`config.mk`:
```
export PLATFORM = sky130hd
export DESIGN_NAME = exec_top
export DESIGN_NICKNAME = d
export VERILOG_FILES = /design/src/logic/exec_cfg_pkg.sv /design/src/logic/exec_isa_pkg.sv /design/src/logic/exec_op_if.sv /design/src/logic/exec_alu_if.sv /design/src/logic/exec_alu.sv /design/src/logic/exec_branch.sv /design/src/logic/exec_mul.sv /design/src/logic/exec_s3_register.sv /design/src/logic/exec_top.sv
export SDC_FILE = /design/constraint.sdc
export NUM_CORES = 1
export LEC_CHECK = 0
export BUFFER_PORTS_ARGS = -buffer_cell sky130_fd_sc_hd__buf_4
export CORE_UTILIZATION = 45
export DETAILED_ROUTE_END_ITERATION = 10
export SKIP_CTS_REPAIR_TIMING = 1
export SYNTH_ARGS = -nofsm -noshare
export SYNTH_HDL_FRONTEND = slang
export SYNTH_HIERARCHICAL = 1
export SYNTH_SLANG_ARGS = --single-unit
```
`constraint.sdc`:
```
create_clock -name g_clk -period 8.9 [get_ports g_clk]
set_clock_uncertainty 0.05 [all_clocks]
set_input_delay 0 -clock g_clk [delete_from_list [all_inputs] [get_ports g_clk]]
set_output_delay 0 -clock g_clk [all_outputs]
set_load 0.01 [all_outputs]
```
`src/logic/exec_cfg_pkg.sv`:
```
/*
 * Field widths and the default data width of the execute stage.
 * Imported by the interfaces, the RTL units and the testbench.
 */
package exec_cfg_pkg;

    // Datapath ------------------------------
    localparam int XLEN_DEFAULT = 32; // Data width unless the top overrides it

    // Record fields -------------------------
    localparam int RD_W    = 5;  // Destination register address
    localparam int UOP_W   = 5;  // Micro-op code
    localparam int FU_W    = 5;  // One-hot functional unit select
    localparam int SIZE_W  = 2;  // Instruction size
    localparam int INSTR_W = 32; // Raw instruction word
    localparam int CAUSE_W = 6;  // Trap cause carried in operand B

endpackage

```
`src/logic/exec_isa_pkg.sv`:
```
/*
 * Functional-unit select bits and micro-op encodings of the execute stage.
 * The micro-op word is one union; each unit decodes its own view of it.
 */
package exec_isa_pkg;

    import exec_cfg_pkg::*;

    // Bit positions in the one-hot fu word
    localparam int P_FU_ALU = 0;
    localparam int P_FU_MUL = 1;
    localparam int P_FU_LSU = 2;
    localparam int P_FU_CFU = 3;
    localparam int P_FU_CSR = 4;

    // ALU view ------------------------------
    typedef enum logic [UOP_W-1:0] {
        ADD  = 5'd0,
        SUB  = 5'd1,
        XOR  = 5'd2,
        OR   = 5'd3,
        AND  = 5'd4,
        SLL  = 5'd5,
        SRL  = 5'd6,
        SRA  = 5'd7,
        SLT  = 5'd8,
        SLTU = 5'd9
    } alu_op_e;

    // Control-flow view. Upper two bits give the class:
    // 00 conditional, 10 jump, 11 already resolved
    typedef enum logic [UOP_W-1:0] {
        BEQ       = 5'd0,
        BNE       = 5'd1,
        BLT       = 5'd2,
        BGE       = 5'd3,
        BLTU      = 5'd4,
        BGEU      = 5'd5,
        JMP       = 5'd16,
        JALI      = 5'd17,
        JALR      = 5'd18,
        TAKEN     = 5'd24,
        NOT_TAKEN = 5'd25
    } cfu_op_e;

    // Multiplier view
    typedef enum logic [UOP_W-1:0] {
        MUL   = 5'd0, // Low half of product
        MULHU = 5'd1  // High half, unsigned
    } mul_op_e;

    // Load/store view, load bit lowest
    typedef struct packed {
        logic [2:0] width; // Access width code
        logic       store;
        logic       load;
    } lsu_op_t;

    // One micro-op word, four readings of it
    typedef union packed {
        alu_op_e alu;
        cfu_op_e cfu;
        mul_op_e mul;
        lsu_op_t lsu;
    } exec_uop_u;

endpackage

```
`src/logic/exec_op_if.sv`:
```
/*
 * Stage-2 instruction record into the execute stage, with busy back upstream.
 * A record moves on an edge where valid is high and busy is low.
 */
interface exec_op_if import exec_cfg_pkg::*, exec_isa_pkg::*; #(
    parameter int XLEN = 32
) ();

    logic               valid;  // Record present
    logic               busy;   // Execute stage cannot take it
    logic [FU_W-1:0]    fu;     // One-hot unit select
    exec_uop_u          uop;    // Micro-op, decoded per unit
    logic [RD_W-1:0]    rd;     // Destination register
    logic [XLEN-1:0]    opr_a;
    logic [XLEN-1:0]    opr_b;
    logic [XLEN-1:0]    opr_c;
    logic               trap;   // Record raises a trap
    logic [SIZE_W-1:0]  size;   // Instruction size
    logic [INSTR_W-1:0] instr;  // Raw instruction word

    modport source (output valid, fu, uop, rd, opr_a, opr_b, opr_c, trap, size, instr,
                    input  busy);
    modport unit   (input  valid, fu, uop, rd, opr_a, opr_b, opr_c, trap, size, instr);
    modport stage  (input  valid, fu, uop, rd, opr_a, opr_b, opr_c, trap, size, instr,
                    output busy);

endinterface

```
`src/logic/exec_alu_if.sv`:
```
/*
 * ALU outputs shared by the branch unit and the stage-3 register.
 */
interface exec_alu_if #(
    parameter int XLEN = 32
) ();

    logic [XLEN-1:0] result;      // Selected ALU result
    logic [XLEN-1:0] sum;         // A + B, always computed
    logic            lt_signed;   // A < B, signed
    logic            lt_unsigned; // A < B, unsigned
    logic            eq;          // A == B

    modport alu  (output result, sum, lt_signed, lt_unsigned, eq);
    modport user (input  result, sum, lt_signed, lt_unsigned, eq);

endinterface

```
`src/logic/exec_alu.sv`:
```
/*
 * Combinational integer ALU. Also supplies the A+B sum for address
 * generation and jalr, and the compare flags used by branches.
 */
module exec_alu import exec_isa_pkg::*; #(
    parameter int XLEN = 32
) (
    exec_op_if.unit  op,  // Stage-2 record
    exec_alu_if.alu  res  // Results and flags
);

    localparam int SHW = $clog2(XLEN); // Shift amount width

    logic [XLEN-1:0] diff;  // A - B
    logic [SHW-1:0]  shamt; // Low bits of B

    // Always-on arithmetic ------------------
    assign res.sum         = op.opr_a + op.opr_b;
    assign diff            = op.opr_a - op.opr_b;
    assign shamt           = op.opr_b[SHW-1:0];

    assign res.eq          = op.opr_a == op.opr_b;
    assign res.lt_unsigned = op.opr_a < op.opr_b;
    assign res.lt_signed   = $signed(op.opr_a) < $signed(op.opr_b);

    // Result select -------------------------
    always_comb begin
        case (op.uop.alu)
            ADD:     res.result = res.sum;
            SUB:     res.result = diff;
            XOR:     res.result = op.opr_a ^ op.opr_b;
            OR:      res.result = op.opr_a | op.opr_b;
            AND:     res.result = op.opr_a & op.opr_b;
            SLL:     res.result = op.opr_a << shamt;
            SRL:     res.result = op.opr_a >> shamt;
            SRA:     res.result = $unsigned($signed(op.opr_a) >>> shamt); // Sign fill
            SLT:     res.result = {{(XLEN-1){1'b0}}, res.lt_signed};
            SLTU:    res.result = {{(XLEN-1){1'b0}}, res.lt_unsigned};
            default: res.result = '0; // Unused codes
        endcase
    end

endmodule

```
`src/logic/exec_branch.sv`:
```
/*
 * Branch resolution. Conditional branches become TAKEN or NOT_TAKEN from
 * the ALU flags; jumps keep their micro-op. Target has bit 0 cleared.
 */
module exec_branch import exec_isa_pkg::*; #(
    parameter int XLEN = 32
) (
    exec_op_if.unit   op,           // Stage-2 record
    exec_alu_if.user  alu,          // Compare flags and sum
    output exec_uop_u       o_cfu_uop,    // Rewritten micro-op
    output logic [XLEN-1:0] o_cfu_target  // Aligned target
);

    logic            cond;   // Conditional branch code
    logic            taken;  // Condition holds
    logic [XLEN-1:0] target; // Raw target before alignment

    // Condition evaluation ------------------
    always_comb begin
        cond  = 1'b1;
        taken = 1'b0;
        case (op.uop.cfu)
            BEQ:     taken = alu.eq;
            BNE:     taken = !alu.eq;
            BLT:     taken = alu.lt_signed;
            BGE:     taken = !alu.lt_signed;
            BLTU:    taken = alu.lt_unsigned;
            BGEU:    taken = !alu.lt_unsigned;
            default: cond  = 1'b0; // Jumps and resolved codes
        endcase
    end

    // Micro-op rewrite
    always_comb begin
        o_cfu_uop = op.uop; // Jumps pass through
        if (cond) begin
            o_cfu_uop.cfu = taken ? TAKEN : NOT_TAKEN;
        end
    end

    // jalr adds rs1 and offset, the rest arrive precomputed in C
    assign target       = (op.uop.cfu == JALR) ? alu.sum : op.opr_c;
    assign o_cfu_target = {target[XLEN-1:1], 1'b0};

endmodule

```
`src/logic/exec_mul.sv`:
```
/*
 * Iterative unsigned multiplier, one shift-add step per cycle.
 * Starts on a valid MUL record, is ready after XLEN cycles and holds
 * the double-width product until the record is accepted or flushed.
 */
module exec_mul import exec_isa_pkg::*; #(
    parameter int XLEN = 32
) (
    input  logic              g_clk,
    input  logic              g_resetn,
    input  logic              i_flush,       // Abort a running multiply
    exec_op_if.unit           op,            // Stage-2 record
    input  logic              i_accept,      // Record taken this cycle
    output logic              o_mul_ready,   // Product final
    output logic [2*XLEN-1:0] o_mul_product  // {high, low}
);

    localparam int CNT_W = $clog2(XLEN + 1); // Counts 0..XLEN

    logic              running_q; // Iterating
    logic              done_q;    // Product held
    logic [CNT_W-1:0]  cnt_q;     // Steps completed
    logic [2*XLEN-1:0] acc_q;     // {partial product, remaining multiplier}

    logic              start;     // New MUL record while idle
    logic              last;      // Final step this cycle
    logic [2*XLEN-1:0] step_in;
    logic [2*XLEN-1:0] step_out;
    logic [XLEN:0]     step_sum;  // High half plus addend, with carry

    assign start = op.valid && op.fu[P_FU_MUL] && !running_q && !done_q;
    assign last  = cnt_q == CNT_W'(XLEN - 1);

    // Shift-add step ------------------------
    // Multiplicand is read from B directly, the record is held while busy
    assign step_in  = running_q ? acc_q : {{XLEN{1'b0}}, op.opr_a};
    assign step_sum = {1'b0, step_in[2*XLEN-1:XLEN]}
                    + (step_in[0] ? {1'b0, op.opr_b} : {(XLEN+1){1'b0}});
    assign step_out = {step_sum, step_in[XLEN-1:1]}; // Shift right by one

    // Control -------------------------------
    always_ff @(posedge g_clk) begin
        if (!g_resetn) begin
            running_q <= 1'b0;
            done_q    <= 1'b0;
            cnt_q     <= '0;
        end else if (i_flush) begin
            running_q <= 1'b0; // Abort
            done_q    <= 1'b0;
            cnt_q     <= '0;
        end else if (done_q && i_accept) begin
            done_q    <= 1'b0; // Back to idle
            cnt_q     <= '0;
        end else if (start || running_q) begin
            running_q <= !last;
            done_q    <= last;
            cnt_q     <= start ? CNT_W'(1) : cnt_q + 1'b1;
        end
    end

    // Datapath
    always_ff @(posedge g_clk) begin
        if (start || running_q) begin
            acc_q <= step_out;
        end
    end

    assign o_mul_ready   = done_q;
    assign o_mul_product = acc_q;

    // Counter stays in range across a whole multiply
    a_cnt_range: assert property (@(posedge g_clk) disable iff (!g_resetn)
        cnt_q <= CNT_W'(XLEN));

endmodule

```
`src/logic/exec_s3_register.sv`:
```
/*
 * Stage-3 pipeline register of the execute stage. Selects operands A and B
 * by functional unit, inserts the trap cause, drives stage-2 busy and
 * holds its record while stage 3 is busy.
 */
module exec_s3_register import exec_cfg_pkg::*, exec_isa_pkg::*; #(
    parameter int XLEN = 32
) (
    input  logic               g_clk,
    input  logic               g_resetn,
    input  logic               i_flush,         // Drop the held record
    exec_op_if.stage           op,              // Stage-2 record, busy out
    exec_alu_if.user           alu,             // ALU result and sum
    input  exec_uop_u          i_cfu_uop,       // Resolved branch micro-op
    input  logic [XLEN-1:0]    i_cfu_target,    // Aligned target
    input  logic               i_mul_ready,     // Product final
    input  logic [2*XLEN-1:0]  i_mul_product,   // {high, low}
    output logic               o_accept,        // Record taken this cycle
    input  logic               i_s3_busy,       // Stage 3 stalls
    output logic               o_s3_valid,
    output logic [RD_W-1:0]    o_s3_rd,
    output logic [UOP_W-1:0]   o_s3_uop,
    output logic [FU_W-1:0]    o_s3_fu,
    output logic [XLEN-1:0]    o_s3_opr_a,
    output logic [XLEN-1:0]    o_s3_opr_b,
    output logic               o_s3_trap,
    output logic [SIZE_W-1:0]  o_s3_size,
    output logic [INSTR_W-1:0] o_s3_instr
);

    logic              stall;     // Stage 2 cannot move
    logic              fu_alu, fu_mul, fu_lsu, fu_cfu, fu_csr;
    logic [XLEN-1:0]   mul_lo, mul_hi;
    logic [CAUSE_W-1:0] cause;     // Trap cause from rd
    logic [XLEN-1:0]   n_opr_a, n_opr_b;
    logic [UOP_W-1:0]  n_uop;

    assign fu_alu = op.fu[P_FU_ALU];
    assign fu_mul = op.fu[P_FU_MUL];
    assign fu_lsu = op.fu[P_FU_LSU];
    assign fu_cfu = op.fu[P_FU_CFU];
    assign fu_csr = op.fu[P_FU_CSR];

    // Handshake -----------------------------
    assign stall    = (o_s3_valid && i_s3_busy)                 // Output held
                   || (op.valid && fu_mul && !i_mul_ready);     // Multiply running
    assign op.busy  = stall;
    assign o_accept = op.valid && !stall;

    // Operand select ------------------------
    assign mul_lo = i_mul_product[XLEN-1:0];
    assign mul_hi = i_mul_product[2*XLEN-1:XLEN];
    assign cause  = CAUSE_W'(op.rd); // Zero-extended rd

    assign n_opr_a = ({XLEN{fu_alu}} & alu.result)
                   | ({XLEN{fu_mul}} & ((op.uop.mul == MULHU) ? mul_hi : mul_lo))
                   | ({XLEN{fu_lsu}} & alu.sum)                 // Address
                   | ({XLEN{fu_cfu}} & i_cfu_target)
                   | ({XLEN{fu_csr}} & op.opr_a);

    assign n_opr_b = op.trap ? XLEN'(cause) :
                     ({XLEN{fu_mul}} & mul_hi)
                   | ({XLEN{fu_lsu && op.uop.lsu.store}} & op.opr_c) // Store data
                   | ({XLEN{fu_csr}} & op.opr_c);

    assign n_uop = fu_cfu ? i_cfu_uop : op.uop;

    // Pipeline register ---------------------
    always_ff @(posedge g_clk) begin
        if (!g_resetn) begin
            o_s3_valid <= 1'b0;
        end else if (i_flush) begin
            o_s3_valid <= 1'b0;
        end else if (o_accept) begin
            o_s3_valid <= 1'b1;
        end else if (!i_s3_busy) begin
            o_s3_valid <= 1'b0; // Taken by stage 3
        end
    end

    always_ff @(posedge g_clk) begin
        if (o_accept) begin
            o_s3_rd    <= op.rd;
            o_s3_uop   <= n_uop;
            o_s3_fu    <= op.fu;
            o_s3_opr_a <= n_opr_a;
            o_s3_opr_b <= n_opr_b;
            o_s3_trap  <= op.trap;
            o_s3_size  <= op.size;
            o_s3_instr <= op.instr;
        end
    end

    // Unit decode relies on exactly one select bit
    a_fu_onehot: assert property (@(posedge g_clk) disable iff (!g_resetn)
        op.valid |-> $onehot(op.fu));

    // Stalled output holds until stage 3 takes it
    a_s3_hold: assert property (@(posedge g_clk) disable iff (!g_resetn || i_flush)
        (o_s3_valid && i_s3_busy) |=> o_s3_valid && $stable({o_s3_rd, o_s3_uop,
        o_s3_fu, o_s3_opr_a, o_s3_opr_b, o_s3_trap, o_s3_size, o_s3_instr}));

endmodule

```
`src/logic/exec_top.sv`:
```
/*
 * Execute stage top level. Plain stage-2 and stage-3 ports, wired to the
 * ALU, branch unit, multiplier and the stage-3 register.
 */
module exec_top import exec_cfg_pkg::*; #(
    parameter int XLEN = XLEN_DEFAULT
) (
    input  logic               g_clk,
    input  logic               g_resetn,        // Synchronous, active low

    input  logic               i_s2_valid,
    output logic               o_s2_busy,
    input  logic [FU_W-1:0]    i_s2_fu,
    input  logic [UOP_W-1:0]   i_s2_uop,
    input  logic [RD_W-1:0]    i_s2_rd,
    input  logic [XLEN-1:0]    i_s2_opr_a,
    input  logic [XLEN-1:0]    i_s2_opr_b,
    input  logic [XLEN-1:0]    i_s2_opr_c,
    input  logic               i_s2_trap,
    input  logic [SIZE_W-1:0]  i_s2_size,
    input  logic [INSTR_W-1:0] i_s2_instr,

    input  logic               i_flush,

    output logic               o_s3_valid,
    input  logic               i_s3_busy,
    output logic [RD_W-1:0]    o_s3_rd,
    output logic [UOP_W-1:0]   o_s3_uop,
    output logic [FU_W-1:0]    o_s3_fu,
    output logic [XLEN-1:0]    o_s3_opr_a,
    output logic [XLEN-1:0]    o_s3_opr_b,
    output logic               o_s3_trap,
    output logic [SIZE_W-1:0]  o_s3_size,
    output logic [INSTR_W-1:0] o_s3_instr
);

    exec_op_if  #(.XLEN(XLEN)) s2_if  ();
    exec_alu_if #(.XLEN(XLEN)) alu_if ();

    logic              accept;      // Stage-2 record taken
    logic              mul_ready;
    logic [2*XLEN-1:0] mul_product;
    logic [UOP_W-1:0]  cfu_uop;
    logic [XLEN-1:0]   cfu_target;

    // Stage-2 record in ---------------------
    assign s2_if.valid = i_s2_valid;
    assign s2_if.fu    = i_s2_fu;
    assign s2_if.uop   = i_s2_uop;
    assign s2_if.rd    = i_s2_rd;
    assign s2_if.opr_a = i_s2_opr_a;
    assign s2_if.opr_b = i_s2_opr_b;
    assign s2_if.opr_c = i_s2_opr_c;
    assign s2_if.trap  = i_s2_trap;
    assign s2_if.size  = i_s2_size;
    assign s2_if.instr = i_s2_instr;
    assign o_s2_busy   = s2_if.busy;

    // Units ---------------------------------
    exec_alu #(.XLEN(XLEN)) i_alu (
        .op  (s2_if.unit),
        .res (alu_if.alu)
    );

    exec_branch #(.XLEN(XLEN)) i_branch (
        .op           (s2_if.unit),
        .alu          (alu_if.user),
        .o_cfu_uop    (cfu_uop),
        .o_cfu_target (cfu_target)
    );

    exec_mul #(.XLEN(XLEN)) i_mul (
        .g_clk         (g_clk),
        .g_resetn      (g_resetn),
        .i_flush       (i_flush),
        .op            (s2_if.unit),
        .i_accept      (accept),
        .o_mul_ready   (mul_ready),
        .o_mul_product (mul_product)
    );

    exec_s3_register #(.XLEN(XLEN)) i_s3_reg (
        .g_clk         (g_clk),
        .g_resetn      (g_resetn),
        .i_flush       (i_flush),
        .op            (s2_if.stage),
        .alu           (alu_if.user),
        .i_cfu_uop     (cfu_uop),
        .i_cfu_target  (cfu_target),
        .i_mul_ready   (mul_ready),
        .i_mul_product (mul_product),
        .o_accept      (accept),
        .i_s3_busy     (i_s3_busy),
        .o_s3_valid    (o_s3_valid),
        .o_s3_rd       (o_s3_rd),
        .o_s3_uop      (o_s3_uop),
        .o_s3_fu       (o_s3_fu),
        .o_s3_opr_a    (o_s3_opr_a),
        .o_s3_opr_b    (o_s3_opr_b),
        .o_s3_trap     (o_s3_trap),
        .o_s3_size     (o_s3_size),
        .o_s3_instr    (o_s3_instr)
    );

endmodule

```
==> results.sh <==
export IMPL_status="complete, but fails checks"
export IMPL_violations="negative hold slack"
export IMPL_critical_path_max_stage_delay_ps=710
export IMPL_finalHoldViolations=4
export IMPL_avgSynthCellArea_um2=8.99
export IMPL_ys_types=98
export IMPL_grt_overflow=0
export IMPL_vias_per_cell=6.57
export IMPL_routabilityCongestion=1.03
export IMPL_pwr_density_cell_nw_per_um2=122
export IMPL_syn_area_um2=20000
export IMPL_synthFlopType="edfxtp_1"
export IMPL_r2r_start="i_mul/running_q"
export IMPL_r2r_end="i_mul/o_mul_product[59]"
export IMPL_die_h_um=213
export IMPL_synth_adder_area_share_pct=8.57
export IMPL_critPathBufInv=3
export IMPL_synth_top_family_by_area="compound AO/OA/AOI/OAI gates"
export IMPL_stdcell_count=3074
export IMPL_crit_family="compound AO/OA/AOI/OAI gates"
export IMPL_place_hpwl_um=65300
export IMPL_hold_end="i_mul/cnt_q[5]"
export IMPL_whs_ps=-29.2
export IMPL_ir_worst_vdd_uv=103
export IMPL_synth_yosys_seq_area_share_pct=27.7
export IMPL_cts_tree="done"
export IMPL_setup_viol=0
export IMPL_tns_ps=0
export IMPL_die_w_um=213
export IMPL_synth_xor_xnor_area_share_pct=3.51
export IMPL_period_share_pct=56.9
export IMPL_wl_per_cell_um=28.3
export IMPL_synth_edf_count=178
export IMPL_cts_buffer_depth=2
export IMPL_yosys_warnings=6
export IMPL_max_slew_margin_pct=28.6
export IMPL_wl_um=87000
export IMPL_ios=267
export IMPL_synth_area_leader_cell="edfxtp_1"
export IMPL_start_util_pct=46.0
export IMPL_rsz0062_at_grt="no"
export IMPL_layout_min_cycle_time_ps=5060
export IMPL_synth_compound_area_share_pct=25.5
export IMPL_reg2reg_depth=12
export IMPL_clk_insertion_delay_late_ps=470
export IMPL_die_area_um2=45200
export IMPL_grt_pass1_wl_um=124000
export IMPL_finalMaxSlewViolations=0
export IMPL_synth_mux_area_share_pct=12.7
export IMPL_cts_sinks=187
export IMPL_fp_row_count=76
export IMPL_crit_type="input pin to flop"
export IMPL_fmax_mhz=197
export IMPL_vias=20204
export IMPL_grt_pass1_vias=18733
export IMPL_p_leak_nw=9.70
export IMPL_grt_use_met1_pct=48.1
export IMPL_top_usage_layer="met2"
export IMPL_dr_pass1_iters=6
export IMPL_startpoint_type="input pin"
export IMPL_worstHoldPathCells=4
export IMPL_cpMaxStageDelayCell="nor3_1"
export IMPL_htreeDepth=4
export IMPL_setup_slack_ps=3840
export IMPL_ys_seq_elements=187
export IMPL_dp_slack_ps=4150
export IMPL_dp_cells=2934
export IMPL_worst_ep_arrival_time_ps=5170
export IMPL_nets=2761
export IMPL_tightest_slew_ps=1070
export IMPL_io_buffers=266
export IMPL_fillers=3973
export IMPL_synth_top_area_share_pct=26.8
export IMPL_regArea_um2=5530
export IMPL_netlist_instances=2222
export IMPL_syn2layout_area_growth_pct=19.4
export IMPL_grt_usage_pct=37.5
export IMPL_drive_above_1_share_pct=21.0
export IMPL_antenna_found_initial=5
export IMPL_path_cells="dlygate4sd3_1 > buf_4 > inv_1 > ha_1 > nor3b_1 > o41ai_2 > a21oi_1 > nor3_1 > a21oi_1 > a211oi_1 > xor2_1 > a221o_1 > a221oi_1 > o211ai_1"
export IMPL_met2_usage_pct=60.2
export IMPL_mappedNetlistNets=2508
export IMPL_regToRegSetupSlack_ps=4620
export IMPL_yosys_area_share_simple_pct=15.8
export IMPL_critPathMaxFanout=14
export IMPL_drt_iter0_drc=2178
export IMPL_multi_input_area_um2=13200
export IMPL_gr_usage_met3_pct=6.53
export IMPL_maxCapViolCount=0
export IMPL_hold_start="i_s2_valid"
export IMPL_cts_clk_slew_worst_paths_ps=80
export IMPL_ys_async_sr_fraction_pct=0
export IMPL_core_area_um2=43500
export IMPL_root_buffer="clkbuf_16"
export IMPL_worstSetupEndpointType="flop"
export IMPL_synthTopCellsByArea="edfxtp_1 27%, ha_1 8.3%, mux4_2 5.0%, a21oi_1 4.2%, nor2_1 3.4%"
export IMPL_cts_inserted_buffers=17
export IMPL_grt_max_degree=82
export IMPL_drcViolationCount=0
export IMPL_hp_class="input pin to flop"
export IMPL_ant_nets=0
export IMPL_worstPathRequired_ps=9010
export IMPL_cp_common_cell="a21oi_1"
## cells in the mapped netlist (53+ instances only)
cell type  count
clkbuf_1      95
a221oi_1      54
a21oi_1      169
o21ai_0      118
nand2_1      162
inv_1        111
mux2i_1       57
edfxtp_1     178
xnor2_1       53
ha_1         132
nor2_1       181
## report_power, final
group	internal, mW	switching, mW	leakage (nW)
Clock	0.385	0.416	0.300
Combinational	0.419	0.642	7.65
Sequential	1.03	0.0287	1.75
Total	1.83	1.09	9.70
## stage by stage
stage          area [um^2]  util [%]  hold WS, ps  power [mW]
2_1_floorplan        20000         -         39.5        1.70
3_3_place_gp         22200      51.0          128        2.07
3_5_place_dp         22200      51.0          129        2.07
4_1_cts              22800      52.4         -361        2.87
5_1_grt              23900      54.9         3.13        3.03
6_report             23900      54.9        -29.2        2.92
## cell families after synthesis
family | Yosys count
compound gates | 717
xor+xnor | 80
fa+ha+maj | 135
buf+inv | 286
flops | 187
mux | 177
other cells | 1
simple gates | 639
## worst min-delay path: cells and delay by family
family	cells	cell delay, ps
compound gates	1	120
buf+inv	1	120
simple gates	2	210
## area by class of cell
cell class,instances,share of cell area [%]
clock inverters,15,0.818
repair buffers,406,13.9
inverters,114,1.79
diodes,1,0.0105
multi-input cells,1749,55.5
clock buffers,17,1.78
well taps,585,3.07
flip-flops and latches,187,23.2
## registers in the layout, indices dropped and copies added (netlist names)
register             flops
i_s3_reg/o_s3_opr_a     32
i_mul/running_q          1
i_s3_reg/o_s3_rd         5
i_s3_reg/o_s3_size       2
i_s3_reg/o_s3_opr_b     32
i_s3_reg/o_s3_uop        5
i_s3_reg/o_s3_fu         5
i_s3_reg/o_s3_trap       1
i_mul/cnt_q              6
i_mul/o_mul_ready        1
i_mul/o_mul_product     64
i_s3_reg/o_s3_valid      1
i_s3_reg/o_s3_instr     32
## worst max path at each step
stage / slack [ps] / startpoint / end / depth (start not counted)
floorplan: 1770 / i_mul/o_mul_ready / i_mul/cnt_q[2] / 6
global placement: 4130 / i_s2_opr_a[7] / i_s3_reg/o_s3_opr_a[0] / 13
detailed placement: 4150 / i_s2_opr_a[7] / i_s3_reg/o_s3_opr_a[0] / 13
CTS: 4640 / i_s2_opr_a[7] / i_s3_reg/o_s3_opr_a[0] / 13
global route: 3770 / i_s2_opr_a[7] / i_s3_reg/o_s3_opr_a[0] / 14
finish: 3840 / i_s2_opr_a[7] / i_s3_reg/o_s3_opr_a[0] / 14
## placed cells by master, fill, tap and decap left out, types with 12 or more instances in the layout
master,instances
buf_4,299
inv_1,110
a211oi_1,42
nand2b_1,17
o211ai_2,29
mux4_2,44
nor2b_1,45
a31oi_1,22
mux2_2,46
mux2_4,30
and2_1,42
a21o_1,28
xnor2_1,53
edfxtp_1,178
clkbuf_16,17
o31ai_1,15
a221o_1,12
o211ai_1,34
a22oi_1,35
nor2_1,180
mux2i_1,56
a22o_1,33
ha_1,132
a21oi_1,168
nand2_1,162
dlygate4sd3_1,107
nand3_1,28
a221oi_1,54
nor3_1,41
xor2_1,27
o21bai_1,16
or3_1,17
o221ai_1,12
nand4_1,46
o21a_1,16
o21ai_0,118
## routing by layer
layer | vias up | share of wire, %
li1 | 8953 | -
met1 | 9829 | 40
met2 | 1175 | 46
met3 | 243 | 8.3
met4 | 4 | 5.7
met5 | - | 0.029
Power figures use the tool's default switching activity.
